## config.mk

```make
export PLATFORM = sky130hd
export DESIGN_NAME = cmprs_mb_sequencer
export DESIGN_NICKNAME = d
export VERILOG_FILES = /design/src/verilog/cmprs_pkg.sv /design/src/verilog/cmprs_mb_sequencer.sv
export SDC_FILE = /design/constraint.sdc
export NUM_CORES = 1
export LEC_CHECK = 0
export BUFFER_PORTS_ARGS = -buffer_cell sky130_fd_sc_hd__buf_4
export CAP_MARGIN = 0
export CORE_MARGIN = 10
export CORE_UTILIZATION = 45
export CTS_BUF_LIST = sky130_fd_sc_hd__clkbuf_8
export CTS_CLUSTER_SIZE = 12
export DETAILED_ROUTE_END_ITERATION = 10
export PLACE_DENSITY = 0.75
export RECOVER_POWER = 100
export SYNTH_ARGS = -nofsm -noshare
export SYNTH_HDL_FRONTEND = slang
export SYNTH_SLANG_ARGS = --single-unit
```

## constraint.sdc

```tcl
create_clock -name xclk -period 3.8 [get_ports xclk]
set_input_delay 0.19 -clock xclk [delete_from_list [all_inputs] [get_ports xclk]]
set_output_delay 0.19 -clock xclk [all_outputs]
set_load 0.005 [all_outputs]
```

## src/verilog/cmprs_pkg.sv

```systemverilog
/* cmprs_pkg: shared widths, modes, bundles, register map and macroblock timing
   constants for the compressor front end */
package cmprs_pkg;

    typedef logic [7:0]  pix_t;       // one pixel
    typedef logic [11:0] buf_addr_t;  // 2 MSBs select the page
    typedef logic [1:0]  page_t;      // buffer page
    typedef logic [5:0]  mb_dim_t;    // macroblock size minus one
    typedef logic [6:0]  mb_x_t;      // left pixel inside a page
    typedef logic [8:0]  period_t;    // macroblock period counter

    typedef enum logic [2:0] {
        COLOR18 = 3'd0,               // 4:2:0 with 18x18 overlapping tiles
        JP4     = 3'd3,               // 16x16 bayer macroblocks
        JP4DIFF = 3'd4                // same pace as jp4
    } conv_mode_e;

    typedef struct packed {
        conv_mode_e  conv_mode;
        mb_dim_t     mb_w_m1;
        mb_dim_t     mb_h_m1;
        logic [1:0]  tile_width;      // 0:16 1:32 2:64 3:128
        logic        tile_col_width;  // 0:16 1:32
    } cmprs_cfg_t;

    typedef struct packed {
        page_t start_page;
        mb_x_t macroblock_x;
    } mb_cmd_t;

    typedef struct packed {
        pix_t data;
        logic first;                  // first pixel of a macroblock
        logic valid;
    } pix_beat_t;

    localparam int PERIOD_COLOR18 = 384;  // 6 blocks of 64, more than 18*18
    localparam int PERIOD_JP4     = 256;  // 4 blocks of 64, exact
    localparam int PREEND_EARLY   = 6;
    localparam int RELEASE_EARLY  = 16;

    // register map, byte offsets
    localparam logic [3:0] REG_CTRL   = 4'h0;
    localparam logic [3:0] REG_CFG    = 4'h4;
    localparam logic [3:0] REG_CMD    = 4'h8;
    localparam logic [3:0] REG_STATUS = 4'hC;

endpackage

```

## src/verilog/cmprs_mb_sequencer.sv

```systemverilog
/* cmprs_mb_sequencer: one-deep macroblock command queue, launches the reader
   so that back to back macroblocks start one period apart */
`timescale 1ns/1ns

module cmprs_mb_sequencer (
    input  logic               xclk,
    input  logic               arst_n,
    input  logic               frame_en,
    input  cmprs_pkg::mb_cmd_t cmd,
    input  logic               cmd_push,
    input  logic               mb_pre_end,
    output logic               mb_pre_start,
    output cmprs_pkg::mb_cmd_t mb_cmd,
    output logic               cmd_pending
);

    typedef enum logic [1:0] {
        SEQ_IDLE,
        SEQ_BUSY,
        SEQ_BUSY_PENDING
    } seq_state_e;

    seq_state_e         state;
    cmprs_pkg::mb_cmd_t pend_cmd;   // waiting command
    logic [2:0]         wait_cnt;   // gap from pre_end to the period end
    logic               launch;

    assign cmd_pending = (state == SEQ_BUSY_PENDING);
    assign launch      = (wait_cnt == 3'd1);  // last cycle of the running period

    always_ff @(posedge xclk or negedge arst_n) begin
        if (!arst_n) begin
            state        <= SEQ_IDLE;
            mb_pre_start <= 1'b0;
            wait_cnt     <= '0;
        end else if (!frame_en) begin
            state        <= SEQ_IDLE;      // drops any pending command
            mb_pre_start <= 1'b0;
            wait_cnt     <= '0;
        end else begin
            mb_pre_start <= 1'b0;
            if (mb_pre_end)            wait_cnt <= 3'(cmprs_pkg::PREEND_EARLY - 1);
            else if (wait_cnt != '0)   wait_cnt <= wait_cnt - 3'd1;
            case (state)
                SEQ_IDLE: begin
                    if (cmd_push) begin
                        mb_pre_start <= 1'b1;  // idle, start at once
                        state        <= SEQ_BUSY;
                    end
                end
                SEQ_BUSY: begin
                    if (cmd_push && launch) mb_pre_start <= 1'b1;  // arrives as period ends
                    else if (cmd_push)      state <= SEQ_BUSY_PENDING;
                    else if (launch)        state <= SEQ_IDLE;  // period over, queue empty
                end
                SEQ_BUSY_PENDING: begin
                    if (launch) begin
                        mb_pre_start <= 1'b1;
                        state        <= SEQ_BUSY;
                    end
                end
                default: state <= SEQ_IDLE;
            endcase
        end
    end

    always_ff @(posedge xclk) begin
        if (cmd_push && (state == SEQ_IDLE || (state == SEQ_BUSY && launch))) mb_cmd <= cmd;
        if (cmd_push && state == SEQ_BUSY)    pend_cmd <= cmd;
        if (launch && state == SEQ_BUSY_PENDING) mb_cmd <= pend_cmd;
    end

endmodule

```

==> results.yml <==
global_route:
  antenna_found_initial: 0
  grt_max_degree: 15
  grtUsageTotal: 0.0892
  grt_overflow: 0
  grt_pass1_wl_microns: 3070
  grt_pass1_vias: 650
floorplanning:
  initial_core_util: 0.464
  io_pins: 25
  fp.dieArea_sq_um: 4560
  die_y_microns: 67.5
  core-area_sq_um: 2190
  rows: 17
  die_width_microns: 67.5
finish:
  drive_gt1_frac: 0.370
  fin_area_sq_um: 1280
  final_util: 0.584
  fin_cells: 120
  num_antenna_cells: 0
  area_delta_synth_final_pct: 25.8
  fin_nets: 110
  n_fill_cell: 185
clock_network:
  cts_sinks: 24
  clk_pin_slew_ps: 80
  cts_buffer_depth: 2
  cts_root_buf: "clkbuf_8"
  cts_buffers: 3
  post_cts_resized: 0
  clk_latency_ps: 270
  h-tree-depth: 1
  cts_tree: "done"
synthesis:
  synth_area_leaders: "edfxtp_1 53%, dfrtp_1 15%, mux2_2 10%"
  ys_ff_latch: 24
  yosysWarnings: 0
  synth_cell_types: 23
  synthCells: 64
  synth_top_area_frac: 0.531
  syn_nets: 81
  yosysTopAreaCell: "edfxtp_1"
  syn_area_per_cell_sq_um: 15.9
  synth-seq-area-share: 0.679
  synth_area_sq_um: 1020
setup_path:
  worstSetupPathType: "flip-flop to flip-flop"
  worstPathCellList: "inv_1 -> ha_1 -> and4bb_1 -> or3_2"
  start_kind: "flip-flop"
  reg2reg_slack_ps: 1850
  cp_max_fo: 12
  arrival_ps: 1930
  required_ps: 3790
  critPathCaptureType: "flip-flop"
  slowest_delay_ps: 680
  slowest_stage: "or3_2"
route:
  wl_per_cell_microns: 15.3
  dr.pass1.iters: 4
  drt-total-wl_microns: 1840
  drtIter0Drc: 19
  vias_per_cell: 5.06
  vias: 607
  drc: 0
  ant_nets: 0
power:
  switching_share: 0.206
  power_uw: 624
  pwr-share-clk: 0.351
  p_comb_frac: 0.133
  internal_power_uw: 495
  p_seq_frac: 0.516
  p_leak_nw: 0.524
  switchingPower_uw: 128
  power_density_nw_per_um2: 487
  ir_drop_mv: 0.253
place:
  port_buffers: 24
  place_area_sq_um: 1220
  dp_slack_ps: 1930
  gp_congestion: 0.788
  dp_cells: 115
  dp_hpwl_microns: 1420
run_status:
  status: "complete, no violations"
timing:
  finalSetupViolCount: 0
  timing.final.ws_setup_ps: 1850
  timing.final.crit_share: 0.512
  final_max_slew_viol_count: 0
  whs_ps: 101
  final_hold_viol_count: 0
  max_slew.worst_pin.slew_ps: 796
  timing.final.crit_period_ps: 1950
  slew_headroom: 0.467
  skew_ps: 2.62
  setup_tns_ps: 0
  rsz0062_at_grt: "false"
  fmax_ghz: 0.514
run:
  drv_cap: 0
hold_path:
  min-delay-path-class: "input pin to flip-flop"
[layout make-up]
cell class,instances,area [sq um],share of cell area
clock buffer,3,41.3,0.0323
timing repair buffer,25,168,0.131
multi-input combinational,34,297,0.232
inverter,5,18.8,0.0147
tap,28,35.0,0.0274
sequential,24,691,0.540
clock inverter,1,30.0,0.0235
[cells in the final DEF, fill, tap and decap left out, types with 2 or more instances in the layout]
cell type,netlist,routed
clkbuf_8,0,3
clkbuf_4,0,15
edfxtp_1,18,18
or3_2,2,2
dfrtp_1,6,6
inv_1,5,5
nand2b_1,2,2
ha_1,3,3
buf_4,0,3
mux2_2,9,9
clkbuf_1,0,6
nor2_1,3,3
a21oi_1,2,2
[logic make-up after synthesis]
kind of cell	Yosys count	synth area share
DFF	24	0.679
xor gates and xnor gates	1	0.00861
AOI/OAI and AO/OA	8	0.0566
buffers and inverters	6	0.0295
and+or+nand+nor	12	0.0800
muxes	10	0.109
adders and majority gates	3	0.0369
[metal layers]
| layer | track usage | part of all wire |
|---|---|---|
| met1 | 0.101 | 0.41 |
| met2 | 0.138 | 0.47 |
| met5 | 0 | 0 |
| met4 | 0.0538 | 0.018 |
| met3 | 0.0364 | 0.10 |
[worst paths after layout]
check                                  from      endpoint  cells past startpoint
worst min-delay path             mb_pre_end   wait_cnt[1]                      2
worst max register to register  wait_cnt[1]     mb_cmd[4]                      4
min in group asynchronous            arst_n      state[1]                      2
worst max-delay path            wait_cnt[1]     mb_cmd[4]                      4
max in group asynchronous            arst_n  mb_pre_start                      2
worst min register to register     state[1]      state[0]                      1
[worst max-delay path: cells and delay by family, from the launching register on]
family | cells | cell delay, ps
simple gates | 2 | 1050
flops | 1 | 350
fa+ha+maj | 1 | 200
buf+inv | 1 | 80
[flip-flops by register name, summed over array words and instances (netlist names)]
register and flops:
state 2, wait_cnt 3, mb_pre_start 1, mb_cmd 9, pend_cmd 9
[cells in the mapped netlist, drive strengths merged]
| library cell | n |
|---|---|
| a2111oi | 1 |
| a21oi | 2 |
| and2b | 1 |
| and4bb | 1 |
| buf | 1 |
| dfrtp | 6 |
| edfxtp | 18 |
| ha | 3 |
| inv | 5 |
| mux2 | 9 |
| mux2i | 1 |
| nand2b | 2 |
| nor2 | 3 |
| nor2b | 1 |
| nor3b | 1 |
| o211a | 1 |
| o21a | 1 |
| o21ai | 1 |
| o31a | 1 |
| o31ai | 1 |
| or2b | 1 |
| or3 | 2 |
| xnor2 | 1 |
[timing repair]
action                                  CTS  global route
endpoints found under the setup margin    0             0
endpoints found under the hold margin     6             0
setup buffers                             0             0
hold buffers                              1             0
[power by group through the flow]
stage               combinational [mW]  sequential (mW)  clock [mW]
CTS                             0.0892            0.322       0.223
floorplan                       0.0427            0.327           0
detailed placement              0.0874            0.328           0
global route                    0.0947            0.325       0.235
global placement                0.0851            0.327           0
finish                          0.0829            0.322       0.219
Note: power is estimated with default switching activity, not from simulation.
