### config.mk
export PLATFORM = sky130hd
export DESIGN_NAME = cmprs_regs
export DESIGN_NICKNAME = d
export VERILOG_FILES = /design/src/verilog/cmprs_pkg.sv /design/src/verilog/cmprs_regs.sv
export SDC_FILE = /design/constraint.sdc
export NUM_CORES = 1
export LEC_CHECK = 0
export ABC_AREA = 1
export BUFFER_PORTS_ARGS = -buffer_cell sky130_fd_sc_hd__buf_2
export CAP_MARGIN = 20
export CORE_MARGIN = 2
export CORE_UTILIZATION = 47
export CTS_CLUSTER_DIAMETER = 120
export DETAILED_ROUTE_END_ITERATION = 6
export PLACE_DENSITY_LB_ADDON = 0.08
export SLEW_MARGIN = 20
export SYNTH_ARGS = -nofsm -noshare
export SYNTH_HDL_FRONTEND = slang
export SYNTH_SLANG_ARGS = --single-unit
### constraint.sdc
create_clock -name xclk -period 2.2 [get_ports xclk]
set_input_delay 0.44 -clock xclk [delete_from_list [all_inputs] [get_ports xclk]]
set_output_delay 0.44 -clock xclk [all_outputs]
set_load 0.02 [all_outputs]
### src/verilog/cmprs_pkg.sv
/* cmprs_pkg: shared widths, modes, bundles, register map and macroblock timing
   constants for the compressor front end */
package cmprs_pkg;

    typedef logic [7:0]  pix_t;       // one pixel
    typedef logic [11:0] buf_addr_t;  // 2 MSBs select the page
    typedef logic [1:0]  page_t;      // buffer page
    typedef logic [5:0]  mb_dim_t;    // macroblock size minus one
    typedef logic [6:0]  mb_x_t;      // left pixel inside a page
    typedef logic [8:0]  period_t;    // macroblock period counter

    typedef enum logic [2:0] {
        COLOR18 = 3'd0,               // 4:2:0 with 18x18 overlapping tiles
        JP4     = 3'd3,               // 16x16 bayer macroblocks
        JP4DIFF = 3'd4                // same pace as jp4
    } conv_mode_e;

    typedef struct packed {
        conv_mode_e  conv_mode;
        mb_dim_t     mb_w_m1;
        mb_dim_t     mb_h_m1;
        logic [1:0]  tile_width;      // 0:16 1:32 2:64 3:128
        logic        tile_col_width;  // 0:16 1:32
    } cmprs_cfg_t;

    typedef struct packed {
        page_t start_page;
        mb_x_t macroblock_x;
    } mb_cmd_t;

    typedef struct packed {
        pix_t data;
        logic first;                  // first pixel of a macroblock
        logic valid;
    } pix_beat_t;

    localparam int PERIOD_COLOR18 = 384;  // 6 blocks of 64, more than 18*18
    localparam int PERIOD_JP4     = 256;  // 4 blocks of 64, exact
    localparam int PREEND_EARLY   = 6;
    localparam int RELEASE_EARLY  = 16;

    // register map, byte offsets
    localparam logic [3:0] REG_CTRL   = 4'h0;
    localparam logic [3:0] REG_CFG    = 4'h4;
    localparam logic [3:0] REG_CMD    = 4'h8;
    localparam logic [3:0] REG_STATUS = 4'hC;

endpackage

### src/verilog/cmprs_regs.sv
/* cmprs_regs: AXI4-Lite slave with control, configuration, command queue
   and status registers */
`timescale 1ns/1ns

module cmprs_regs (
    input  logic                  xclk,
    input  logic                  arst_n,
    input  logic [3:0]            axi_awaddr,
    input  logic                  axi_awvalid,
    output logic                  axi_awready,
    input  logic [31:0]           axi_wdata,
    input  logic                  axi_wvalid,
    output logic                  axi_wready,
    output logic [1:0]            axi_bresp,
    output logic                  axi_bvalid,
    input  logic                  axi_bready,
    input  logic [3:0]            axi_araddr,
    input  logic                  axi_arvalid,
    output logic                  axi_arready,
    output logic [31:0]           axi_rdata,
    output logic [1:0]            axi_rresp,
    output logic                  axi_rvalid,
    input  logic                  axi_rready,
    output logic                  frame_en,
    output cmprs_pkg::cmprs_cfg_t cfg,
    output cmprs_pkg::mb_cmd_t    cmd,
    output logic                  cmd_push,
    input  logic                  cmd_pending,
    input  logic [15:0]           done_count
);

    logic        wr_hs;       // address and data taken together
    logic        rd_hs;
    logic [31:0] rd_mux;

    assign wr_hs       = axi_awvalid && axi_wvalid && !axi_bvalid;
    assign rd_hs       = axi_arvalid && !axi_rvalid;
    assign axi_awready = wr_hs;
    assign axi_wready  = wr_hs;
    assign axi_arready = rd_hs;
    assign axi_bresp   = 2'b00;  // always okay
    assign axi_rresp   = 2'b00;

    always_comb begin
        case (axi_araddr)
            cmprs_pkg::REG_CTRL:   rd_mux = {31'b0, frame_en};
            cmprs_pkg::REG_CFG:    rd_mux = {{(32 - $bits(cfg)){1'b0}}, cfg};
            cmprs_pkg::REG_CMD:    rd_mux = {{(32 - $bits(cmd)){1'b0}}, cmd};
            cmprs_pkg::REG_STATUS: rd_mux = {15'b0, cmd_pending, done_count};
            default:               rd_mux = 32'b0;
        endcase
    end

    always_ff @(posedge xclk or negedge arst_n) begin
        if (!arst_n) begin
            frame_en   <= 1'b0;
            cfg        <= '0;
            cmd        <= '0;
            cmd_push   <= 1'b0;
            axi_bvalid <= 1'b0;
        end else begin
            cmd_push <= 1'b0;
            if (wr_hs) begin
                axi_bvalid <= 1'b1;                       // response next cycle
                case (axi_awaddr)
                    cmprs_pkg::REG_CTRL: frame_en <= axi_wdata[0];
                    cmprs_pkg::REG_CFG:  cfg <= cmprs_pkg::cmprs_cfg_t'(axi_wdata[$bits(cfg)-1:0]);
                    cmprs_pkg::REG_CMD: begin
                        if (!cmd_pending && frame_en) begin  // full queue drops it
                            cmd      <= cmprs_pkg::mb_cmd_t'(axi_wdata[$bits(cmd)-1:0]);
                            cmd_push <= 1'b1;
                        end
                    end
                    default: ;                            // status is read only
                endcase
            end else if (axi_bready) begin
                axi_bvalid <= 1'b0;
            end
        end
    end

    always_ff @(posedge xclk or negedge arst_n) begin
        if (!arst_n) begin
            axi_rvalid <= 1'b0;
        end else if (rd_hs) begin
            axi_rvalid <= 1'b1;
        end else if (axi_rready) begin
            axi_rvalid <= 1'b0;
        end
    end

    always_ff @(posedge xclk) begin
        if (rd_hs) axi_rdata <= rd_mux;  // held while rvalid waits
    end

endmodule

==> run_results.csv <==
group,metric,value,unit
outcome,status,"completed",
synth,synth_top_cells_by_area,"dfrtp_1 33%, edfxtp_1 23%, nand2_1 18%, nand3_1 8.4%, buf_4 7.4%",
cts,cts_sinks,49,
power_and_ir_drop,swShare,0.3144,
cts,cts.clk_slew.worst_paths,90,ps
global_routing,grtUsageMet1,0.2671,
floorplanning,die_w,74.41,µm
detailed_routing,drt_wl_total,5622,µm
detailed_routing,drc,0,
floorplanning,pin_count,134,
synth,yosysWarnings,0,
synth,ys_top_cells_by_count,"112 x nand2_1, 39 x nand3_1, 31 x dfrtp_1",
placed_design,io_buffers,101,
sta,hold_viol,0,
sta,whs,184.0,ps
finish,antenna_cells,0,
placed_design,dp_cells,425,
synth,ys_types,19,
sta,period_share,0.8375,
sta,maxSlewViolCount,0,
sta,setup_viol,0,
finish,layout.cells.non_filler,433,
placed_design,dp_hpwl,4091,µm
detailed_routing,dr.pass1.iters,4,
detailed_routing,drt-initial-drc-count,102,
sta,skew,6.924,ps
sta,setup_ws,357.6,ps
sta,fin_setup_tns,0,ps
cts,clk_path_buf_depth,2,
cts,cts_tree,"built",
synth,synth-seq-cells,49,
synth,synthArstFlopShare,0.6327,
synth,synth_area_leader_cell,"dfrtp_1",
critical_path,cp-start-kind,"flop",
synth,syn_area_per_cell,8.926,µm²
finish,areaGrowthSynthToFinish,25.08,%
cts,ctsResizeCount,0,
critical_path,worst-setup-path-type,"reg2out",
power_and_ir_drop,cellPowerDensity,722.0,mW/mm²
cts,postCtsSetupRepairBufs,0,
critical_path,cp_max_fo,10,
floorplanning,core,0.004755,mm²
sta,rsz0062_at_grt,"no",
power_and_ir_drop,irDropWorstVdd,306.7,µV
placed_design,pre_cts_ws,522.5,ps
synth,synthCells,261,
cts,htreeDepth,2,
global_routing,grt.busiest_layer,"met2",
cts,clk_latency,300,ps
critical_path,cp_slowest_cell,"dfrtp_1",
floorplanning,rows,25,
cts,hold_buffers,0,
detailed_routing,vias,2061,
synth,synthMostInstantiatedCell,"nand2_1",
finish,drive_above_1_share,0.3361,
critical_path,cpPeakStageDelay,390,ps
detailed_routing,via_per_inst,4.760,
floorplanning,die_y,74.41,µm
detailed_routing,ant_nets,0,
power_and_ir_drop,p_leak,1.665,nW
global_routing,grt_usage,0.2132,
power_and_ir_drop,p_sw,0.6616,mW
finish,final_net_count,429,
global_routing,grt_pass1_vias,1877,
power_and_ir_drop,intPower,1.442,mW
sta,slew_headroom,0.5145,
global_routing,grt_use_met2,0.3736,
global_routing,grt_max_degree,32,
power_and_ir_drop,clkPwrFrac,0.260,
cts,cts_buffers,5,
sta,fmax,542.8,MHz
worst_hold_path,hold_path_class,"in2async",
critical_path,ff2ff_path_depth,7,
critical_path,cp.required,1760,ps
floorplanning,start_util,0.4900,
flow_run,maxCapViolations,0,
synth,syn_area,0.002330,mm²
synth,synth-edff-count,18,
synth,synth_top_area_share,0.3330,
synth,ys.flop_type,"dfrtp_1",
power_and_ir_drop,pwr-share-seq,0.524,
sta,tightest_slew,728.3,ps
global_routing,use_met3,0.03930,
power_and_ir_drop,combPwrFrac,0.215,
cts,cts_root_buf,"clkbuf_8",
critical_path,end_kind,"output port",
floorplanning,die_area,0.005536,mm²
synth,ys_seq_area_frac,0.5650,
global_routing,overflow,0,
sta,finalCriticalPeriod,1842,ps
critical_path,worstPathCellList,"inv_1 -> nand3_1 -> inv_2 -> buf_2",
placed_design,gp_congestion,0.8161,
critical_path,critPathArrivalTime,1400,ps
detailed_routing,wl_per_cell,12.98,µm
global_routing,grt_pass1_wl,8852,µm
global_routing,antenna_found_initial,0,
## routing by layer
metal	part of all wire	vias up
met5	0	-
met4	0.013	0
li1	-	1007
met3	0.076	6
met2	0.49	90
met1	0.42	958
## critical path, delay by kind of cell, from the launching register on
| family | cells | cell delay (ps) |
|---|---|---|
| buf+inv | 3 | 520 |
| flops | 1 | 390 |
| simple gates | 1 | 190 |
## cells by family (layout without fill, tap and decap cells)
family                 Yosys count  in the layout  share of synthesized area
buffers and inverters           39            127                     0.1037
DFF                             49             49                     0.5650
AOI/OAI and AO/OA                3              3                   0.006443
other                            1             18                   0.001610
and+or+nand+nor                169            169                     0.3233
## cells in the final DEF, fill, tap and decap left out
master	synthesis	final
nand2_2	2	2
nand3_1	39	39
nor2_4	4	4
nand4_1	3	3
conb_1	1	18
buf_2	1	101
nand2_4	1	1
clkbuf_8	0	6
buf_4	23	4
inv_1	11	11
inv_2	3	3
nor2_2	1	1
dfrtp_1	31	31
nand2_1	112	112
nor2_1	5	5
clkbuf_1	0	2
nor3_1	1	1
o21ai_0	3	3
nor2_8	1	1
edfxtp_1	18	18
## stage by stage
stage / util / area (µm²) / power (mW)
floorplan: - / 2394 / 1.408
global placement: 0.5939 / 2824 / 1.571
detailed placement: 0.5939 / 2824 / 1.580
CTS: 0.6129 / 2914 / 2.121
global route: 0.6129 / 2914 / 2.201
finish: 0.6129 / 2914 / 2.104
## power groups by stage
stage / sequential, mW / clock (mW) / combinational, mW
global route: 1.12 / 0.588 / 0.497
CTS: 1.10 / 0.560 / 0.459
floorplan: 1.24 / 0 / 0.171
finish: 1.10 / 0.548 / 0.453
global placement: 1.12 / 0 / 0.450
detailed placement: 1.12 / 0 / 0.458
## flip-flops by register name (all words and copies together) (netlist names)
signal,flops
axi_rdata,18
cfg,18
cmd,9
axi_bvalid,1
axi_rvalid,1
cmd_push,1
frame_en,1
## path summary, 6_finish.rpt
check	from	endpoint	slack, ps
max	axi_bvalid$_DFFE_PN0P_	axi_wready	360
min	arst_n	cmd[7]$_DFFE_PN0P_	180
max reg2reg	axi_bvalid$_DFFE_PN0P_	cfg[11]$_DFFE_PN0P_	610
min reg2reg	cfg[9]$_DFFE_PN0P_	cfg[9]$_DFFE_PN0P_	500
max in group asynchronous	arst_n	cfg[9]$_DFFE_PN0P_	1550
min in group xclk	axi_bready	axi_bvalid$_DFFE_PN0P_	300
## cell type report
class	count	area, µm²
fillers	471	1841
flip-flops and latches	49	1316
multi-input cells	190	835.8
repair buffers	105	535.5
clock buffers	8	90.09
well taps	67	83.83
inverters	14	52.55
No activity file was read; power rests on OpenSTA's default activity.
