==> src/verilog/cmprs_pkg.sv <==
/* cmprs_pkg: shared widths, modes, bundles, register map and macroblock timing
   constants for the compressor front end */
package cmprs_pkg;

    typedef logic [7:0]  pix_t;       // one pixel
    typedef logic [11:0] buf_addr_t;  // 2 MSBs select the page
    typedef logic [1:0]  page_t;      // buffer page
    typedef logic [5:0]  mb_dim_t;    // macroblock size minus one
    typedef logic [6:0]  mb_x_t;      // left pixel inside a page
    typedef logic [8:0]  period_t;    // macroblock period counter

    typedef enum logic [2:0] {
        COLOR18 = 3'd0,               // 4:2:0 with 18x18 overlapping tiles
        JP4     = 3'd3,               // 16x16 bayer macroblocks
        JP4DIFF = 3'd4                // same pace as jp4
    } conv_mode_e;

    typedef struct packed {
        conv_mode_e  conv_mode;
        mb_dim_t     mb_w_m1;
        mb_dim_t     mb_h_m1;
        logic [1:0]  tile_width;      // 0:16 1:32 2:64 3:128
        logic        tile_col_width;  // 0:16 1:32
    } cmprs_cfg_t;

    typedef struct packed {
        page_t start_page;
        mb_x_t macroblock_x;
    } mb_cmd_t;

    typedef struct packed {
        pix_t data;
        logic first;                  // first pixel of a macroblock
        logic valid;
    } pix_beat_t;

    localparam int PERIOD_COLOR18 = 384;  // 6 blocks of 64, more than 18*18
    localparam int PERIOD_JP4     = 256;  // 4 blocks of 64, exact
    localparam int PREEND_EARLY   = 6;
    localparam int RELEASE_EARLY  = 16;

    // register map, byte offsets
    localparam logic [3:0] REG_CTRL   = 4'h0;
    localparam logic [3:0] REG_CFG    = 4'h4;
    localparam logic [3:0] REG_CMD    = 4'h8;
    localparam logic [3:0] REG_STATUS = 4'hC;

endpackage

==> src/verilog/cmprs_pixel_buf_iface.sv <==
/* cmprs_pixel_buf_iface: walks the tile buffer addresses of one macroblock,
   aligns the read data with its latency and paces the compressor */
`timescale 1ns/1ns

module cmprs_pixel_buf_iface (
    input  logic                  xclk,
    input  logic                  arst_n,
    input  logic                  frame_en,
    input  cmprs_pkg::cmprs_cfg_t cfg,
    input  logic                  mb_pre_start,
    input  cmprs_pkg::mb_cmd_t    mb_cmd,
    input  cmprs_pkg::pix_t       buf_di,
    output cmprs_pkg::buf_addr_t  buf_ra,
    output logic [1:0]            buf_rd,
    output logic                  mb_pre_end,
    output logic                  mb_release_buf,
    output cmprs_pkg::pix_beat_t  beat
);

    logic [2:0]          buf_re;     // re, regen, data ready
    logic [2:0]          start_mark; // run start, carried down with re
    cmprs_pkg::mb_cmd_t  cmd_r;      // macroblock under read
    cmprs_pkg::mb_dim_t  col_x;      // pixel column in the macroblock
    cmprs_pkg::mb_dim_t  row_y;      // pixel row in the macroblock
    cmprs_pkg::period_t  period_cntr;
    logic                last_col;
    logic                run_end;    // last address of the run
    logic [7:0]          p;          // x within the start page, may spill over
    logic [2:0]          t_sh;       // log2 of tile width
    logic [2:0]          w_sh;       // log2 of column width
    logic [7:0]          p_tile;     // x inside its tile
    logic [2:0]          col_idx;    // tile column index
    logic [9:0]          col_stride; // column width times macroblock height
    logic [9:0]          page_off;
    cmprs_pkg::page_t    page;

    assign last_col = (col_x == cfg.mb_w_m1);
    assign run_end  = last_col && (row_y == cfg.mb_h_m1);
    assign buf_rd   = buf_re[1:0];

    // address of pixel (col_x, row_y)
    always_comb begin
        t_sh       = 3'd4 + {1'b0, cfg.tile_width};
        w_sh       = 3'd4 + {2'b0, cfg.tile_col_width};
        p          = {1'b0, cmd_r.macroblock_x} + {2'b0, col_x};
        page       = cmd_r.start_page + 2'(p >> t_sh);     // moves on at tile edge
        p_tile     = p & ((8'd1 << t_sh) - 8'd1);
        col_idx    = 3'(p_tile >> w_sh);
        col_stride = 10'(({4'b0, cfg.mb_h_m1} + 10'd1) << w_sh);
        page_off   = 10'({7'b0, col_idx} * col_stride)
                   + 10'({4'b0, row_y} << w_sh)
                   + 10'(p & ((8'd1 << w_sh) - 8'd1));
        buf_ra     = {page, page_off};
    end

    always_ff @(posedge xclk or negedge arst_n) begin
        if (!arst_n) begin
            buf_re <= '0;
        end else if (!frame_en) begin
            buf_re <= '0;
        end else begin
            if (mb_pre_start) buf_re[0] <= 1'b1;  // run starts next cycle
            else if (run_end) buf_re[0] <= 1'b0;
            buf_re[2:1] <= buf_re[1:0];
        end
    end

    // row and column walk, rows restart at the start page
    always_ff @(posedge xclk) begin
        if (mb_pre_start) begin
            cmd_r <= mb_cmd;
            col_x <= '0;
            row_y <= '0;
        end else if (buf_re[0]) begin
            if (last_col) begin
                col_x <= '0;
                row_y <= row_y + 6'd1;
            end else begin
                col_x <= col_x + 6'd1;
            end
        end
    end

    // macroblock period, loaded from the colour mode
    always_ff @(posedge xclk or negedge arst_n) begin
        if (!arst_n) begin
            period_cntr    <= '0;
            mb_pre_end     <= 1'b0;
            mb_release_buf <= 1'b0;
        end else if (!frame_en) begin
            period_cntr    <= '0;
            mb_pre_end     <= 1'b0;
            mb_release_buf <= 1'b0;
        end else begin
            if (mb_pre_start) begin
                case (cfg.conv_mode)
                    cmprs_pkg::COLOR18: period_cntr <= 9'(cmprs_pkg::PERIOD_COLOR18 - 1);
                    default:            period_cntr <= 9'(cmprs_pkg::PERIOD_JP4 - 1);
                endcase
            end else if (period_cntr != '0) begin
                period_cntr <= period_cntr - 9'd1;
            end
            mb_pre_end     <= (period_cntr == 9'(cmprs_pkg::PREEND_EARLY + 1));
            mb_release_buf <= (period_cntr == 9'(cmprs_pkg::RELEASE_EARLY + 1));
        end
    end

    // back to back runs leave no gap in re, so the first data beat comes
    // from a marker carried down a delay line of the same length
    always_ff @(posedge xclk or negedge arst_n) begin
        if (!arst_n) start_mark <= '0;
        else         start_mark <= {start_mark[1:0], mb_pre_start && frame_en};
    end

    always_ff @(posedge xclk or negedge arst_n) begin
        if (!arst_n) begin
            beat.valid <= 1'b0;
            beat.first <= 1'b0;
        end else if (!frame_en) begin
            beat.valid <= 1'b0;
            beat.first <= 1'b0;
        end else begin
            beat.valid <= buf_re[2];
            beat.first <= buf_re[2] && start_mark[2];  // run start reaches data stage
            if (buf_re[2]) beat.data <= buf_di;
        end
    end

endmodule

==> config.mk <==
export PLATFORM = sky130hd
export DESIGN_NAME = cmprs_pixel_buf_iface
export DESIGN_NICKNAME = d
export VERILOG_FILES = /design/src/verilog/cmprs_pkg.sv /design/src/verilog/cmprs_pixel_buf_iface.sv
export SDC_FILE = /design/constraint.sdc
export NUM_CORES = 1
export LEC_CHECK = 0
export ABC_AREA = 1
export BUFFER_PORTS_ARGS = -buffer_cell sky130_fd_sc_hd__buf_2
export CORE_MARGIN = 5
export CORE_UTILIZATION = 45
export DETAILED_ROUTE_END_ITERATION = 8
export GPL_TIMING_DRIVEN = 0
export PLACE_DENSITY = 0.7
export SLEW_MARGIN = 0
export SYNTH_ARGS = -nofsm -noshare
export SYNTH_HDL_FRONTEND = slang
export SYNTH_SLANG_ARGS = --single-unit
==> constraint.sdc <==
create_clock -name xclk -period 4.9 [get_ports xclk]
set_clock_uncertainty 0.1 [all_clocks]
set_input_delay 0.245 -clock xclk [delete_from_list [all_inputs] [get_ports xclk]]
set_output_delay 0.245 -clock xclk [all_outputs]
set_load 0.02 [all_outputs]
==> impl_metrics.env <==
export IMPL_setup_violations=0
export IMPL_period_needed_ps=4900
export IMPL_dr_pass1_iters=4
export IMPL_path_clk_slew_ps=90
export IMPL_synthCells=401
export IMPL_cp_required_ps=4550
export IMPL_seq_area_frac_synth_pct=37.65
export IMPL_grt_pass1_wl_mm=12.84
export IMPL_routed_wl_mm=7.684
export IMPL_hpwl_mm=5.493
export IMPL_rows=31
export IMPL_ys_ff_latch=48
export IMPL_grt_total_usage_pct=17.82
export IMPL_ios=65
export IMPL_worstMarginPinSlew_ps=607.4
export IMPL_synth_area_sq_um=3257
export IMPL_fmax_mhz=204.1
export IMPL_cts_sinks=48
export IMPL_grt_overflow=0
export IMPL_ant_nets=0
export IMPL_yosysTopAreaCellShare_pct=15.67
export IMPL_grt_max_degree=21
export IMPL_fin_nets=571
export IMPL_layout_drive_gt1_share_pct=31.46
export IMPL_yosysMostFrequentCell="nand2_1"
export IMPL_clkLatencyLatePin_ps=300
export IMPL_portBuffers=64
export IMPL_worst_path_max_fanout=3
export IMPL_yosysTopAreaCell="edfxtp_1"
export IMPL_synth_edf_count=17
export IMPL_drc=0
export IMPL_syn_to_final_growth_pct=29.89
export IMPL_globalplace_congestion=0.8914
export IMPL_synth_fp_nets=474
export IMPL_grt_setup_unrepaired="yes"
export IMPL_cts_tree="built"
export IMPL_maxSlewViolCount=0
export IMPL_peakVddDrop_v=0.0001992
export IMPL_maxSlewHeadroom_pct=59.36
export IMPL_max_stage_delay_ps=390
export IMPL_cts_path_max_buffers=2
export IMPL_grt_pass1_vias=2952
export IMPL_wl_per_cell_microns=12.85
export IMPL_synthArstFlopShare_pct=39.58
export IMPL_hold_violations=0
export IMPL_start_util_pct=45.63
export IMPL_die_area_sq_um=9039
export IMPL_netlist_top_cells_count="70 x nand2_1, 66 x inv_1, 40 x nor2_1, 26 x ha_1, 21 x o21ai_0"
export IMPL_first_iter_violations=109
export IMPL_fill_cells=639
export IMPL_htreeDepth=2
export IMPL_path_class="flop to output pin"
export IMPL_via_count=2985
export IMPL_syn_area_per_cell_sq_um=8.122
export IMPL_die_w_microns=95.08
export IMPL_cp_slowest_cell="edfxtp_1"
export IMPL_die_h_microns=95.08
export IMPL_drv_cap=0
export IMPL_crit_top_cell="buf_4"
export IMPL_end_kind="output pin"
export IMPL_core_sq_um=7137
export IMPL_synthFlopType="dfrtp_1"
export IMPL_p_total_uw=1077
export IMPL_clockRootBuffer="clkbuf_8"
export IMPL_worst_slack_ps=0.2816
export IMPL_hold_class="primary input to flop"
export IMPL_cts_buffers=5
export IMPL_p_leak_uw=0.002023
export IMPL_synth_area_top_cells="edfxtp_1 16%, dfrtp_1 15%, ha_1 10%, nand2_1 8.1%, inv_1 7.6%"
export IMPL_yosysUniqueCellTypes=35
export IMPL_outcome="finished, final reports clean"
export IMPL_cp_arrival_ps=4550
export IMPL_power_density_nw_per_um2=254.7
export IMPL_antenna_cells=0
export IMPL_viasPerCell=4.992
export IMPL_period_share_pct=99.99
export IMPL_place_ws_ps=-276.3
export IMPL_ys_warn_count=0
export IMPL_crit_path_start_kind="flop"
export IMPL_antenna_found_initial=0
==> logic make-up after synthesis <==
logic type	share of synthesized area [%]
AND/OR/NAND/NOR	23.55
XOR/XNOR	5.378
adder cells (fa/ha/maj)	14.91
AO/OA/AOI/OAI	9.220
buffers and inverters	8.990
flip-flops	37.65
multiplexers	0.3073
==> cell usage in the layout, fill, tap and decap left out, types with 3 or more instances in the layout <==
cell type   n
a21oi_1    16
a31oi_1     4
buf_2      62
buf_4      28
clkbuf_1    3
clkbuf_8    5
dfrtp_1    19
dfxtp_1     9
dfxtp_2     3
edfxtp_1   17
fa_1        6
ha_1       14
ha_4       11
inv_1      61
inv_2       8
nand2_1    64
nand2_2    12
nand3_1    12
nand3_2     6
nand4_1     8
nor2_1     38
nor2_2      4
nor3_1      9
nor4_1      6
o21ai_0    21
o21ai_1     4
or2_2       4
xnor2_1     5
xor2_1     14
==> final timing paths <==
path / end / start / cells after the start / slack (ps)
hold / removal: cmd_r[3]$_DFFE_PP_ / mb_cmd[3] / 1 / 20
min in group asynchronous: period_cntr[4]$_DFFE_PN0P_ / arst_n / 2 / 310
setup reg to reg: period_cntr[4]$_DFFE_PN0P_ / period_cntr[5]$_DFFE_PN0P_ / 8 / 2980
max in group asynchronous: start_mark[1]$_DFF_PN0_ / arst_n / 2 / 4080
hold reg to reg: start_mark[1]$_DFF_PN0_ / start_mark[0]$_DFF_PN0_ / 0 / 260
setup / recovery: buf_ra[9] / cmd_r[0]$_DFFE_PP_ / 31 / 0.3
==> power by group <==
part | leakage [uW] | switching (uW) | internal (uW)
Combinational | 0.00146 | 195 | 153
Clock | 0.0000541 | 130 | 151
Sequential | 0.000505 | 15.1 | 434
Total | 0.00202 | 340 | 738
==> worst max-delay path, delay by kind of cell, from the launching register on <==
family / cells / cell delay [ps]
buf+inv: 14 / 1500
fa+ha+maj: 6 / 1440
simple gates: 9 / 640
flops: 1 / 390
xor+xnor: 1 / 150
compound gates: 1 / 130
==> state kept, by name (all words and copies together), names as in the netlist <==
register        cells
beat               10
cmd_r               9
period_cntr         9
col_x               6
row_y               6
buf_re              3
start_mark          3
mb_pre_end          1
mb_release_buf      1
==> per-layer routing <==
metal  GRT usage (%)  wire length [microns]  vias up
met5               0                      0        -
met4           7.933                    210        0
met3           3.157                    407       21
met2           30.55                   3808       83
met1           21.82                   3257     1390
li1                -                      -     1491
==> per-stage QoR <==
step,instances,util (%),hold slack (ps),TNS (ps),area (sq um)
global placement,564,51.86,107.6,-199.8,3701
floorplan,401,-,-150.6,0,3257
detailed placement,564,51.86,115.8,-276.3,3701
finish,598,59.27,15.09,0,4230
global route,598,59.27,0.4284,-361.8,4230
CTS,591,57.66,3.992,-21.94,4115
==> timing repair <==
action | CTS | global route
buffers inserted | 22 | 7
endpoints found under the hold margin | 19 | 1
pin swaps | 27 | 24
setup endpoints to repair | 3 | 1
gates resized for setup | 31 | 13
hold buffers | 1 | 1
==> layout make-up <==
cell class                 count  area (sq um)  share of cell area (%)
buffer                         6         33.78                  0.7986
clock buffer                   5         68.82                   1.627
clock inverter                 3         42.54                   1.006
inverter                      69         259.0                   6.122
multi-input combinational    278          1943                   45.93
sequential                    48          1230                   29.07
tap                           99         123.9                   2.928
timing repair buffer          90         529.3                   12.51
No activity file was read; power rests on OpenSTA's default activity.
