## src/verilog/cmprs_pkg.sv

```systemverilog
/* cmprs_pkg: shared widths, modes, bundles, register map and macroblock timing
   constants for the compressor front end */
package cmprs_pkg;

    typedef logic [7:0]  pix_t;       // one pixel
    typedef logic [11:0] buf_addr_t;  // 2 MSBs select the page
    typedef logic [1:0]  page_t;      // buffer page
    typedef logic [5:0]  mb_dim_t;    // macroblock size minus one
    typedef logic [6:0]  mb_x_t;      // left pixel inside a page
    typedef logic [8:0]  period_t;    // macroblock period counter

    typedef enum logic [2:0] {
        COLOR18 = 3'd0,               // 4:2:0 with 18x18 overlapping tiles
        JP4     = 3'd3,               // 16x16 bayer macroblocks
        JP4DIFF = 3'd4                // same pace as jp4
    } conv_mode_e;

    typedef struct packed {
        conv_mode_e  conv_mode;
        mb_dim_t     mb_w_m1;
        mb_dim_t     mb_h_m1;
        logic [1:0]  tile_width;      // 0:16 1:32 2:64 3:128
        logic        tile_col_width;  // 0:16 1:32
    } cmprs_cfg_t;

    typedef struct packed {
        page_t start_page;
        mb_x_t macroblock_x;
    } mb_cmd_t;

    typedef struct packed {
        pix_t data;
        logic first;                  // first pixel of a macroblock
        logic valid;
    } pix_beat_t;

    localparam int PERIOD_COLOR18 = 384;  // 6 blocks of 64, more than 18*18
    localparam int PERIOD_JP4     = 256;  // 4 blocks of 64, exact
    localparam int PREEND_EARLY   = 6;
    localparam int RELEASE_EARLY  = 16;

    // register map, byte offsets
    localparam logic [3:0] REG_CTRL   = 4'h0;
    localparam logic [3:0] REG_CFG    = 4'h4;
    localparam logic [3:0] REG_CMD    = 4'h8;
    localparam logic [3:0] REG_STATUS = 4'hC;

endpackage

```

## src/verilog/cmprs_pixel_out.sv

```systemverilog
/* cmprs_pixel_out: output register of the pixel stream, counts finished
   macroblocks for status */
`timescale 1ns/1ns

module cmprs_pixel_out (
    input  logic                 xclk,
    input  logic                 arst_n,
    input  logic                 frame_en,
    input  cmprs_pkg::pix_beat_t beat,
    output cmprs_pkg::pix_t      pix_data,
    output logic                 pix_first,
    output logic                 pix_valid,
    output logic [15:0]          done_count
);

    logic mb_done;  // last pixel now on the output

    // valid falls, or a new macroblock follows without a gap
    assign mb_done = pix_valid && (!beat.valid || beat.first);

    always_ff @(posedge xclk or negedge arst_n) begin
        if (!arst_n) begin
            pix_valid  <= 1'b0;
            pix_first  <= 1'b0;
            done_count <= '0;
        end else if (!frame_en) begin
            pix_valid  <= 1'b0;
            pix_first  <= 1'b0;
            done_count <= '0;
        end else begin
            pix_valid <= beat.valid;
            pix_first <= beat.first;
            if (mb_done) done_count <= done_count + 16'd1;
        end
    end

    always_ff @(posedge xclk) begin
        if (beat.valid) pix_data <= beat.data;
    end

endmodule

```

## config.mk

```make
export PLATFORM = sky130hd
export DESIGN_NAME = cmprs_pixel_out
export DESIGN_NICKNAME = d
export VERILOG_FILES = /design/src/verilog/cmprs_pkg.sv /design/src/verilog/cmprs_pixel_out.sv
export SDC_FILE = /design/constraint.sdc
export NUM_CORES = 1
export LEC_CHECK = 0
export ABC_AREA = 1
export BUFFER_PORTS_ARGS = -buffer_cell sky130_fd_sc_hd__clkbuf_2
export CAP_MARGIN = 20
export CORE_UTILIZATION = 30
export CTS_CLUSTER_DIAMETER = 30
export DETAILED_ROUTE_END_ITERATION = 8
export PLACE_DENSITY = 0.61
export SYNTH_ARGS = -nofsm -noshare
export SYNTH_HDL_FRONTEND = slang
export SYNTH_SLANG_ARGS = --single-unit
```

## constraint.sdc

```tcl
create_clock -name xclk -period 1.91 [get_ports xclk]
set_clock_uncertainty 0.1 [all_clocks]
set_input_delay 0.0955 -clock xclk [delete_from_list [all_inputs] [get_ports xclk]]
set_output_delay 0.0955 -clock xclk [all_outputs]
set_load 0.1 [all_outputs]
```

==> reports/metrics.cfg, run 1 <==
[yosys]
avgSynthCellArea_um2 = 8.64
postSynthCellCount = 147
yosysSeqAreaShare_pct = 54.4
synth_edf_count = 8
synth-seq-cells = 26
yosysWarnings = 0
syn_area_um2 = 1270
synth_async_sr_flop_share_pct = 69.2
syn_nets = 161
yosys.cell_types.count = 22
synth-main-ff-cell = dfrtp_1

[timing]
whs_ns = 0.0995
tightestPinTransition_ns = 0.548
setup_ws_ns = 0.431
period_minus_slack_ns = 1.48
finalSetupViolCount = 0
finalHoldViolCount = 0
max-slew-margin-rel_pct = 63.6
fmax_mhz = 676
setup_tns_ns = 0
min_period_over_period_pct = 77.4
maxSlewViolCount = 0
rsz0062_at_grt = false

[drt]
ant_nets = 0
wl_um = 2750
viasPerCell = 4.38
drt_drc_violations_left = 0
initialDrtViolationCount = 17
vias = 1083
drtPass1Iterations = 4
wl_per_cell_um = 11.1

[setup_path]
crit_path_end = done_count[11]
arrival_ns = 1.59
crit_type = input pin to flip-flop
rr_worst_depth = 9
setup.worst_path.end_class = flip-flop
crit_required_ns = 2.02
r2r-end = done_count[10]
r2r_start = done_count[0]
regToRegSetupSlack_ns = 0.49
worstPathMaxFanout = 11
cp-start-kind = input pin
startpoint = beat[1]

[placement]
pre_cts_ws_ns = 0.508
gp_congestion = 0.781
hpwl_um = 2070
placed_area_um2 = 1500
portBuffers = 38

[final_layout]
multi_input_area_um2 = 482
design_area_um2 = 1680
regArea_um2 = 694
final_nets = 212
layout-drive-gt1-share_pct = 31.5
fill_cells = 413
area_delta_synth_final_pct = 31.9
n_antenna_cell = 0

[cts]
clockBufferDepth = 2
clock_latency_ns = 0.27
cts_tree = done
cts_buffers = 3
clk_pin_slew_ns = 0.09
cts-root-buf = clkbuf_8
htree_levels = 1
numClockSinks = 26

[global_routing]
antenna_found_initial = 0
grt_pass1_vias = 1062
grt_first_pass_wirelength_um = 4720
grt_remaining_overflow = 0
track_usage_pct = 13.7
grt_max_degree = 19

[floorplanning]
fp-row-count = 23
boundaryPins = 39
start_util_pct = 31.5
die_h_um = 67.1
die_area_um2 = 4500
coreArea_um2 = 4030
die_w_um = 67.1

[job]
max_cap_violations = 0

[pwr]
ir_drop_mv = 0.265
power.leakage_nw = 0.826
p_per_area_nw_per_um2 = 764

[run_status]
status = finished, final reports clean

[hold_path]
worst_hold_path_type = input pin to flip-flop

[cell usage after synthesis (2+ instances only)]
| master | instances | area, um^2 |
|---|---|---|
| nand2_1 | 34 | 128 |
| nor2_1 | 27 | 101 |
| dfrtp_1 | 18 | 450 |
| inv_1 | 15 | 56.3 |
| edfxtp_1 | 8 | 240 |
| a21oi_1 | 7 | 35.0 |
| nand3_1 | 7 | 35.0 |
| nand2_2 | 6 | 37.5 |
| inv_2 | 5 | 18.8 |
| nor2_4 | 3 | 33.8 |
| nor3_1 | 3 | 15.0 |
| buf_6 | 2 | 22.5 |
| nand4_1 | 2 | 12.5 |
| o21ai_0 | 2 | 10.0 |
[state kept, by name, summed over array words and instances, names as in the netlist]
name / flops
done_count: 16
pix_valid: 1
pix_data: 8
pix_first: 1
[where the power goes]
part / internal [W] / switching, W / total (W)
Sequential: 0.000595 / 0.00000846 / 0.000603
Clock: 0.000280 / 0.000175 / 0.000455
Combinational: 0.0000406 / 0.000181 / 0.000221
Total: 0.000916 / 0.000364 / 0.00128
[how the worst min path moves through the flow]
stage,from,to,slack [ns],cells past startpoint
2_1_floorplan,arst_n,done_count[0],-0.30,0
3_3_place_gp,arst_n,done_count[11],-0.03,1
3_5_place_dp,arst_n,done_count[11],-0.03,1
4_1_cts,beat[0],pix_valid,0.09,3
5_1_grt,beat[0],pix_data[3],0.13,1
6_report,beat[0],pix_valid,0.1,3
[stage by stage]
stage                     utilization, %  instances  total power, W
after detailed placement            37.3        233        0.000822
after global placement              37.3        233        0.000820
after floorplan                        -        147        0.000778
after global routing                41.6        247         0.00133
after CTS                           41.6        247         0.00130
final                               41.6        247         0.00128
[layout make-up]
class	instances	area share, %
Inverter	20	4.48
Clock buffer	3	2.46
Multi-Input combinational cell	99	28.8
Sequential cell	26	41.4
Clock inverter	1	1.79
Tap cell	50	3.73
Timing Repair Buffer	48	17.3
[cell usage in the layout, fill, tap and decap left out, types with 2 or more instances in the layout]
cell and count:
clkbuf_8 3, dfrtp_2 3, nand3_1 7, edfxtp_1 8
nand2_2 6, nand4_1 2, dlygate4sd3_1 10, clkbuf_2 38
dfrtp_1 15, nor2_4 3, nor2_1 27, nor3_1 3
inv_1 15, a21oi_1 7, inv_2 5, o21ai_0 2
nand2_1 34
[repair_timing]
item | CTS | global route
setup endpoints to repair | 0 | 0
endpoints found under the hold margin | 27 | 0
setup buffers | 0 | 0
hold buffers | 10 | 0
resized for setup | 0 | 0
[critical path, stage by stage]
cell and delay [ns]:
dlygate4sd3_1 0.54, clkbuf_2 0.11, inv_1 0.04, nand2_2 0.05, nand2_2 0.20, nor2_4 0.26
nand2_1 0.10, nand2_1 0.06, nand2_1 0.04, nor2_1 0.09
[layer usage]
layer / share of wire, % / global-route usage, % / up-vias
li1: - / - / 559
met1: 45 / 16.8 / 489
met2: 47 / 23.6 / 33
met3: 7.3 / 3.25 / 2
met4: 0.44 / 3.19 / 0
met5: 0 / 0 / -
[cell families after synthesis]
logic type,count (synthesis),share of synthesized area [%]
and+or+nand+nor,85,31.1
DFF,26,54.4
buffers and inverters,22,7.68
AOI/OAI and AO/OA,12,5.12
xor gates and xnor gates,1,0.690
adders and majority gates,1,0.985
Note: power is estimated with default switching activity, not from simulation.
==> run 2, diff against run 1 <==
==> constraint.sdc (replaced) <==
create_clock -name xclk -period 1.45 [get_ports xclk]
set_clock_uncertainty 0.1 [all_clocks]
set_input_delay 0.0725 -clock xclk [delete_from_list [all_inputs] [get_ports xclk]]
set_output_delay 0.0725 -clock xclk [all_outputs]
set_load 0.1 [all_outputs]
==> run 2 against run 1 <==
Effect of this change:
- power increased by 34%
- setup slack got worse by 0.40 ns
- sequential share of layout area decreased by 0.42 points
- via count increased by 2.8%
- utilization increased by 3.1 points
- sequential power increased by 33%
- global-route usage increased by 0.59 points
- clock power increased by 35%
- hold slack got worse by 0.0042 ns
- critical path depth decreased by 3
- critical endpoint is now done_count[7]
- largest cell class unchanged
==> reports/metrics.cfg, run 2 (same netlist as run 1, synthesis figures left out) <==
[global_routing]
grt_max_degree = 19
grt_remaining_overflow = 0
grt_first_pass_wirelength_um = 4650
grt_pass1_vias = 1017
track_usage_pct = 14.2
antenna_found_initial = 0

[drt]
met2_wirelength_um = 1280
drtPass1Iterations = 4
viasPerCell = 4.43
ant_nets = 0
wirelength_met1_um = 1450
wl_per_cell_um = 11.7
wl_um = 2940
vias = 1113
top_layer_used = met4
initialDrtViolationCount = 78
drt_drc_violations_left = 0
wl_met3_um = 188

[pwr]
ir_drop_mv = 0.637
p_per_area_nw_per_um2 = 956
pwr-share-seq_pct = 46.5
pwr-share-comb_pct = 17.8
sw_frac_of_total_pct = 29.0
p_clk_share_pct = 35.8
power.leakage_nw = 0.848
p_int_w = 0.00122
switchingPower_w = 0.000499

[cts]
clk_pin_slew_ns = 0.10
numClockSinks = 26
cts_tree = done
htree_levels = 1
cts_buffers = 3
clock_latency_ns = 0.28
cts-root-buf = clkbuf_8
clockBufferDepth = 2

[timing]
fmax_mhz = 704
rsz0062_at_grt = true
setup_tns_ns = 0
min_period_over_period_pct = 98.0
finalSetupViolCount = 0
period_minus_slack_ns = 1.42
setup_ws_ns = 0.0289
maxSlewViolCount = 0
tightestPinTransition_ns = 0.547
whs_ns = 0.0954
max-slew-margin-rel_pct = 63.7
finalHoldViolCount = 0

[final_layout]
largest_reg_flops = 16
final_nets = 216
layoutNonFillerInstCount = 251
top_register = done_count
area_delta_synth_final_pct = 41.7
n_antenna_cell = 0
layout-drive-gt1-share_pct = 40.3
reg_top3 = done_count x16, pix_data x8
layout_commonest_cell = nand2_1
layout_common_cells = 33 x nand2_1, 28 x clkbuf_2, 27 x nor2_1

[placement]
pre_cts_ws_ns = 0.0305
dp.cells = 234
portBuffers = 38
gp_congestion = 0.801
hpwl_um = 2080

[job]
max_cap_violations = 0

[floorplanning]
boundaryPins = 39
die_h_um = 67.1
fp-row-count = 23
start_util_pct = 31.5
die_w_um = 67.1
die_area_um2 = 4500
coreArea_um2 = 4030

[setup_path]
setup.worst_path.end_class = flip-flop
crit_required_ns = 1.53
arrival_ns = 1.50
worstPathMaxFanout = 7
crit_type = flip-flop to flip-flop
cp-start-kind = flip-flop

[run_status]
status = finished, final reports clean

[hold_path]
worst_hold_path_type = input pin to flip-flop

## run 2: changes by cell type in the layout (fill, tap and decap cells not counted), moves of 2 or more
cell,change
clkbuf_2,-10
dfrtp_4,+11
nand2_4,+2
dfrtp_2,+2
dfrtp_1,-13
buf_4,+14
## run 2: final timing paths
path                            cells past startpoint  slack [ns]     startpoint        endpoint
worst max-delay path                                7        0.03  done_count[1]   done_count[7]
worst min-delay path                                4         0.1        beat[0]       pix_valid
worst max register to register                      7        0.03  done_count[1]   done_count[7]
worst min register to register                      1        0.46  done_count[3]   done_count[3]
max in group asynchronous                           2        0.70         arst_n   done_count[5]
min in group asynchronous                           2        0.17         arst_n  done_count[15]
## run 2: area by class of cell
cell class,count,area (um^2)
Inverter,20,75.1
Fill cell,400,2230
Clock buffer,3,41.3
Clock inverter,1,30.0
Sequential cell,26,738
Multi-Input combinational cell,99,507
Tap cell,50,62.6
Timing Repair Buffer,52,345
## run 2: per-layer routing
layer,up-vias,GRT usage (%)
li1,569,-
met1,497,18.1
met2,45,22.6
met3,2,4.62
met4,0,4.26
met5,-,0
## run 2: power groups by stage
| stage | clock network (W) | registers [W] | logic (W) |
|---|---|---|---|
| 6_report | 0.000615 | 0.000799 | 0.000306 |
| 5_1_grt | 0.000665 | 0.000803 | 0.000322 |
| 3_3_place_gp | 0 | 0.000814 | 0.000278 |
| 3_5_place_dp | 0 | 0.000816 | 0.000279 |
| 4_1_cts | 0.000646 | 0.000800 | 0.000300 |
| 2_1_floorplan | 0 | 0.000998 | 0.0000339 |
## run 2: repair_timing
item / 4_1_cts / 5_1_grt
endpoints found under the setup margin: 0 / 11
setup buffers: 0 / 3
hold buffers: 10 / 0
gates resized for setup: 0 / 3
endpoints found under the hold margin: 27 / 0
## run 2: worst max-delay path, cell delays in order, from the launching register on
cell     delay, ns
dfrtp_4       0.45
buf_4         0.11
nand3_2       0.14
nor2_4        0.21
buf_4         0.15
nand3_1       0.05
nand2_1       0.06
nor2_1        0.04
## run 2: metrics by stage
stage	total power [W]	utilization [%]	instance area (um^2)
floorplan	0.00103	-	1330
global placement	0.00109	39.5	1590
detailed placement	0.00110	39.5	1590
CTS	0.00175	43.8	1760
global route	0.00179	44.7	1800
finish	0.00172	44.7	1800
==> run 3, diff against run 2 <==
--- a/config.mk
+++ b/config.mk
@@ -8,10 +8,12 @@
 export ABC_AREA = 1
 export BUFFER_PORTS_ARGS = -buffer_cell sky130_fd_sc_hd__clkbuf_2
 export CAP_MARGIN = 20
-export CORE_UTILIZATION = 30
+export CELL_PAD_IN_SITES_DETAIL_PLACEMENT = 1
+export CELL_PAD_IN_SITES_GLOBAL_PLACEMENT = 2
+export CORE_UTILIZATION = 28
 export CTS_CLUSTER_DIAMETER = 30
 export DETAILED_ROUTE_END_ITERATION = 8
-export PLACE_DENSITY = 0.61
+export PLACE_DENSITY = 0.86
 export SYNTH_ARGS = -nofsm -noshare
 export SYNTH_HDL_FRONTEND = slang
 export SYNTH_SLANG_ARGS = --single-unit
==> run 3 against run 2 <==
Effect of this change:
- combinational power about the same
- largest power group unchanged
- sequential cell count unchanged
- setup slack improved by 0.010 ns
- fmax is 0.71% higher
- non-clock buffer count is 3 lower
- via count increased by 3.1%
- sequential share of layout area increased by 0.057 points
- register-to-register slack barely moved
- cell count is 0.40% lower
- clock power is 1% higher
- highest routed layer unchanged
- critical path depth is 2 higher
- clock-buffer cell count is the same
==> reports/metrics.cfg, run 3 (same netlist as run 1, synthesis figures left out) <==
[timing]
max-slew-margin-rel_pct = 62.5
maxSlewViolCount = 0
tightestPinTransition_ns = 0.565
finalHoldViolCount = 0
setup_ws_ns = 0.0389
fmax_mhz = 709
period_minus_slack_ns = 1.41
min_period_over_period_pct = 97.3
whs_ns = 0.0983
finalSetupViolCount = 0
rsz0062_at_grt = true

[pwr]
p_clk_share_pct = 36.0
p_per_area_nw_per_um2 = 964
p_int_w = 0.00122
sw_frac_of_total_pct = 29.8
ir_drop_mv = 0.338
pwr-share-seq_pct = 46.3
switchingPower_w = 0.000515
pwr-share-comb_pct = 17.7
power.leakage_nw = 0.833
p_total_w = 0.00173

[drt]
initialDrtViolationCount = 21
wl_um = 3650
ant_nets = 0
drtPass1Iterations = 4
drt_drc_violations_left = 0
viasPerCell = 4.59
wl_per_cell_um = 14.6
vias = 1148

[global_routing]
grt_first_pass_wirelength_um = 6140
grt_remaining_overflow = 0
antenna_found_initial = 0
grt_max_degree = 19
grt_pass1_vias = 1278
track_usage_pct = 16.4

[placement]
hpwl_um = 2680
portBuffers = 38
pre_cts_ws_ns = 0.0247
gp_congestion = 0.721

[setup_path]
crit_required_ns = 1.57
crit_type = flip-flop to flip-flop
setup.worst_path.end_class = flip-flop
arrival_ns = 1.53
cp-start-kind = flip-flop
worstPathMaxFanout = 4

[floorplanning]
fp-row-count = 24
start_util_pct = 29.2
die_w_um = 69.3
die_h_um = 69.3
boundaryPins = 39
coreArea_um2 = 4350
die_area_um2 = 4810

[final_layout]
area_delta_synth_final_pct = 41.5
largest_reg_flops = 16
layout_common_cells = 33 x nand2_1, 27 x nor2_1, 26 x clkbuf_2
reg_top3 = done_count x16, pix_data x8
final_nets = 213
layout_commonest_cell = nand2_1
fill_cells = 508
n_antenna_cell = 0
top_register = done_count
layout-drive-gt1-share_pct = 41.4

[job]
max_cap_violations = 0

[cts]
cts-root-buf = clkbuf_8
clock_latency_ns = 0.28
clk_pin_slew_ns = 0.10
cts_tree = done
cts_setup_buffers = 0
numClockSinks = 26
clockBufferDepth = 2
cts_buffers = 3
htree_levels = 1

[hold_path]
worst_hold_path_type = input pin to flip-flop

[run_status]
status = finished, final reports clean

-- run 3: layer usage --
layer	share of wire [%]	vias to the layer above	wire length (um)	global-route usage, %
met2	54	25	1960	29.4
li1	-	562	-	-
met4	2.1	0	78	7.26
met1	41	554	1510	19.0
met3	2.8	7	104	2.91
met5	0	-	0	0
-- run 3: metrics by stage --
stage	util (%)	setup TNS [ns]	instances	cell area (um^2)
2_1_floorplan	-	-0.451	147	1330
3_3_place_gp	36.8	0	236	1600
3_5_place_dp	36.8	0	236	1600
4_1_cts	40.7	0	250	1770
5_1_grt	41.3	-0.154	250	1800
6_report	41.3	0	250	1800
-- run 3: path summary, 6_finish.rpt --
| check | from | endpoint | slack, ns | cells past startpoint |
|---|---|---|---|---|
| worst max register to register | done_count[0] | done_count[10] | 0.04 | 9 |
| max in group asynchronous | arst_n | pix_valid | 0.71 | 2 |
| worst min register to register | done_count[3] | done_count[3] | 0.46 | 1 |
| worst max-delay path | done_count[0] | done_count[10] | 0.04 | 9 |
| min in group asynchronous | arst_n | done_count[4] | 0.17 | 2 |
| worst min-delay path | beat[0] | pix_valid | 0.1 | 4 |
-- run 3: layout make-up --
type                    count  area (um^2)  area share (%)
well taps                  52         65.1            3.62
clock buffers               3         41.3            2.30
flip-flops and latches     26          738            41.1
clock inverters             1         30.0            1.67
repair buffers             49          328            18.2
multi-input cells          99          519            28.9
inverters                  20         75.1            4.18
-- run 3: worst max-delay path: stages (launching register included) --
cell and delay [ns]:
dfrtp_4 0.46, ha_4 0.15, nand2_4 0.06, nor2_4 0.09
nand2_2 0.09, nor2_4 0.13, nand2_2 0.07, nand2_1 0.06
nand2_1 0.04, nor2_1 0.09
-- run 3: power groups by stage --
stage / sequential [W] / combinational (W) / clock, W
final: 0.000802 / 0.000306 / 0.000624
after CTS: 0.000801 / 0.000305 / 0.000632
after detailed placement: 0.000817 / 0.000283 / 0
after global placement: 0.000814 / 0.000279 / 0
after global routing: 0.000805 / 0.000320 / 0.000660
after floorplan: 0.000998 / 0.0000339 / 0
-- run 3: what timing repair did --
item	4_1_cts	5_1_grt
setup endpoints to repair	0	7
hold buffers	10	0
hold endpoints to repair	27	0
resized for setup	0	7
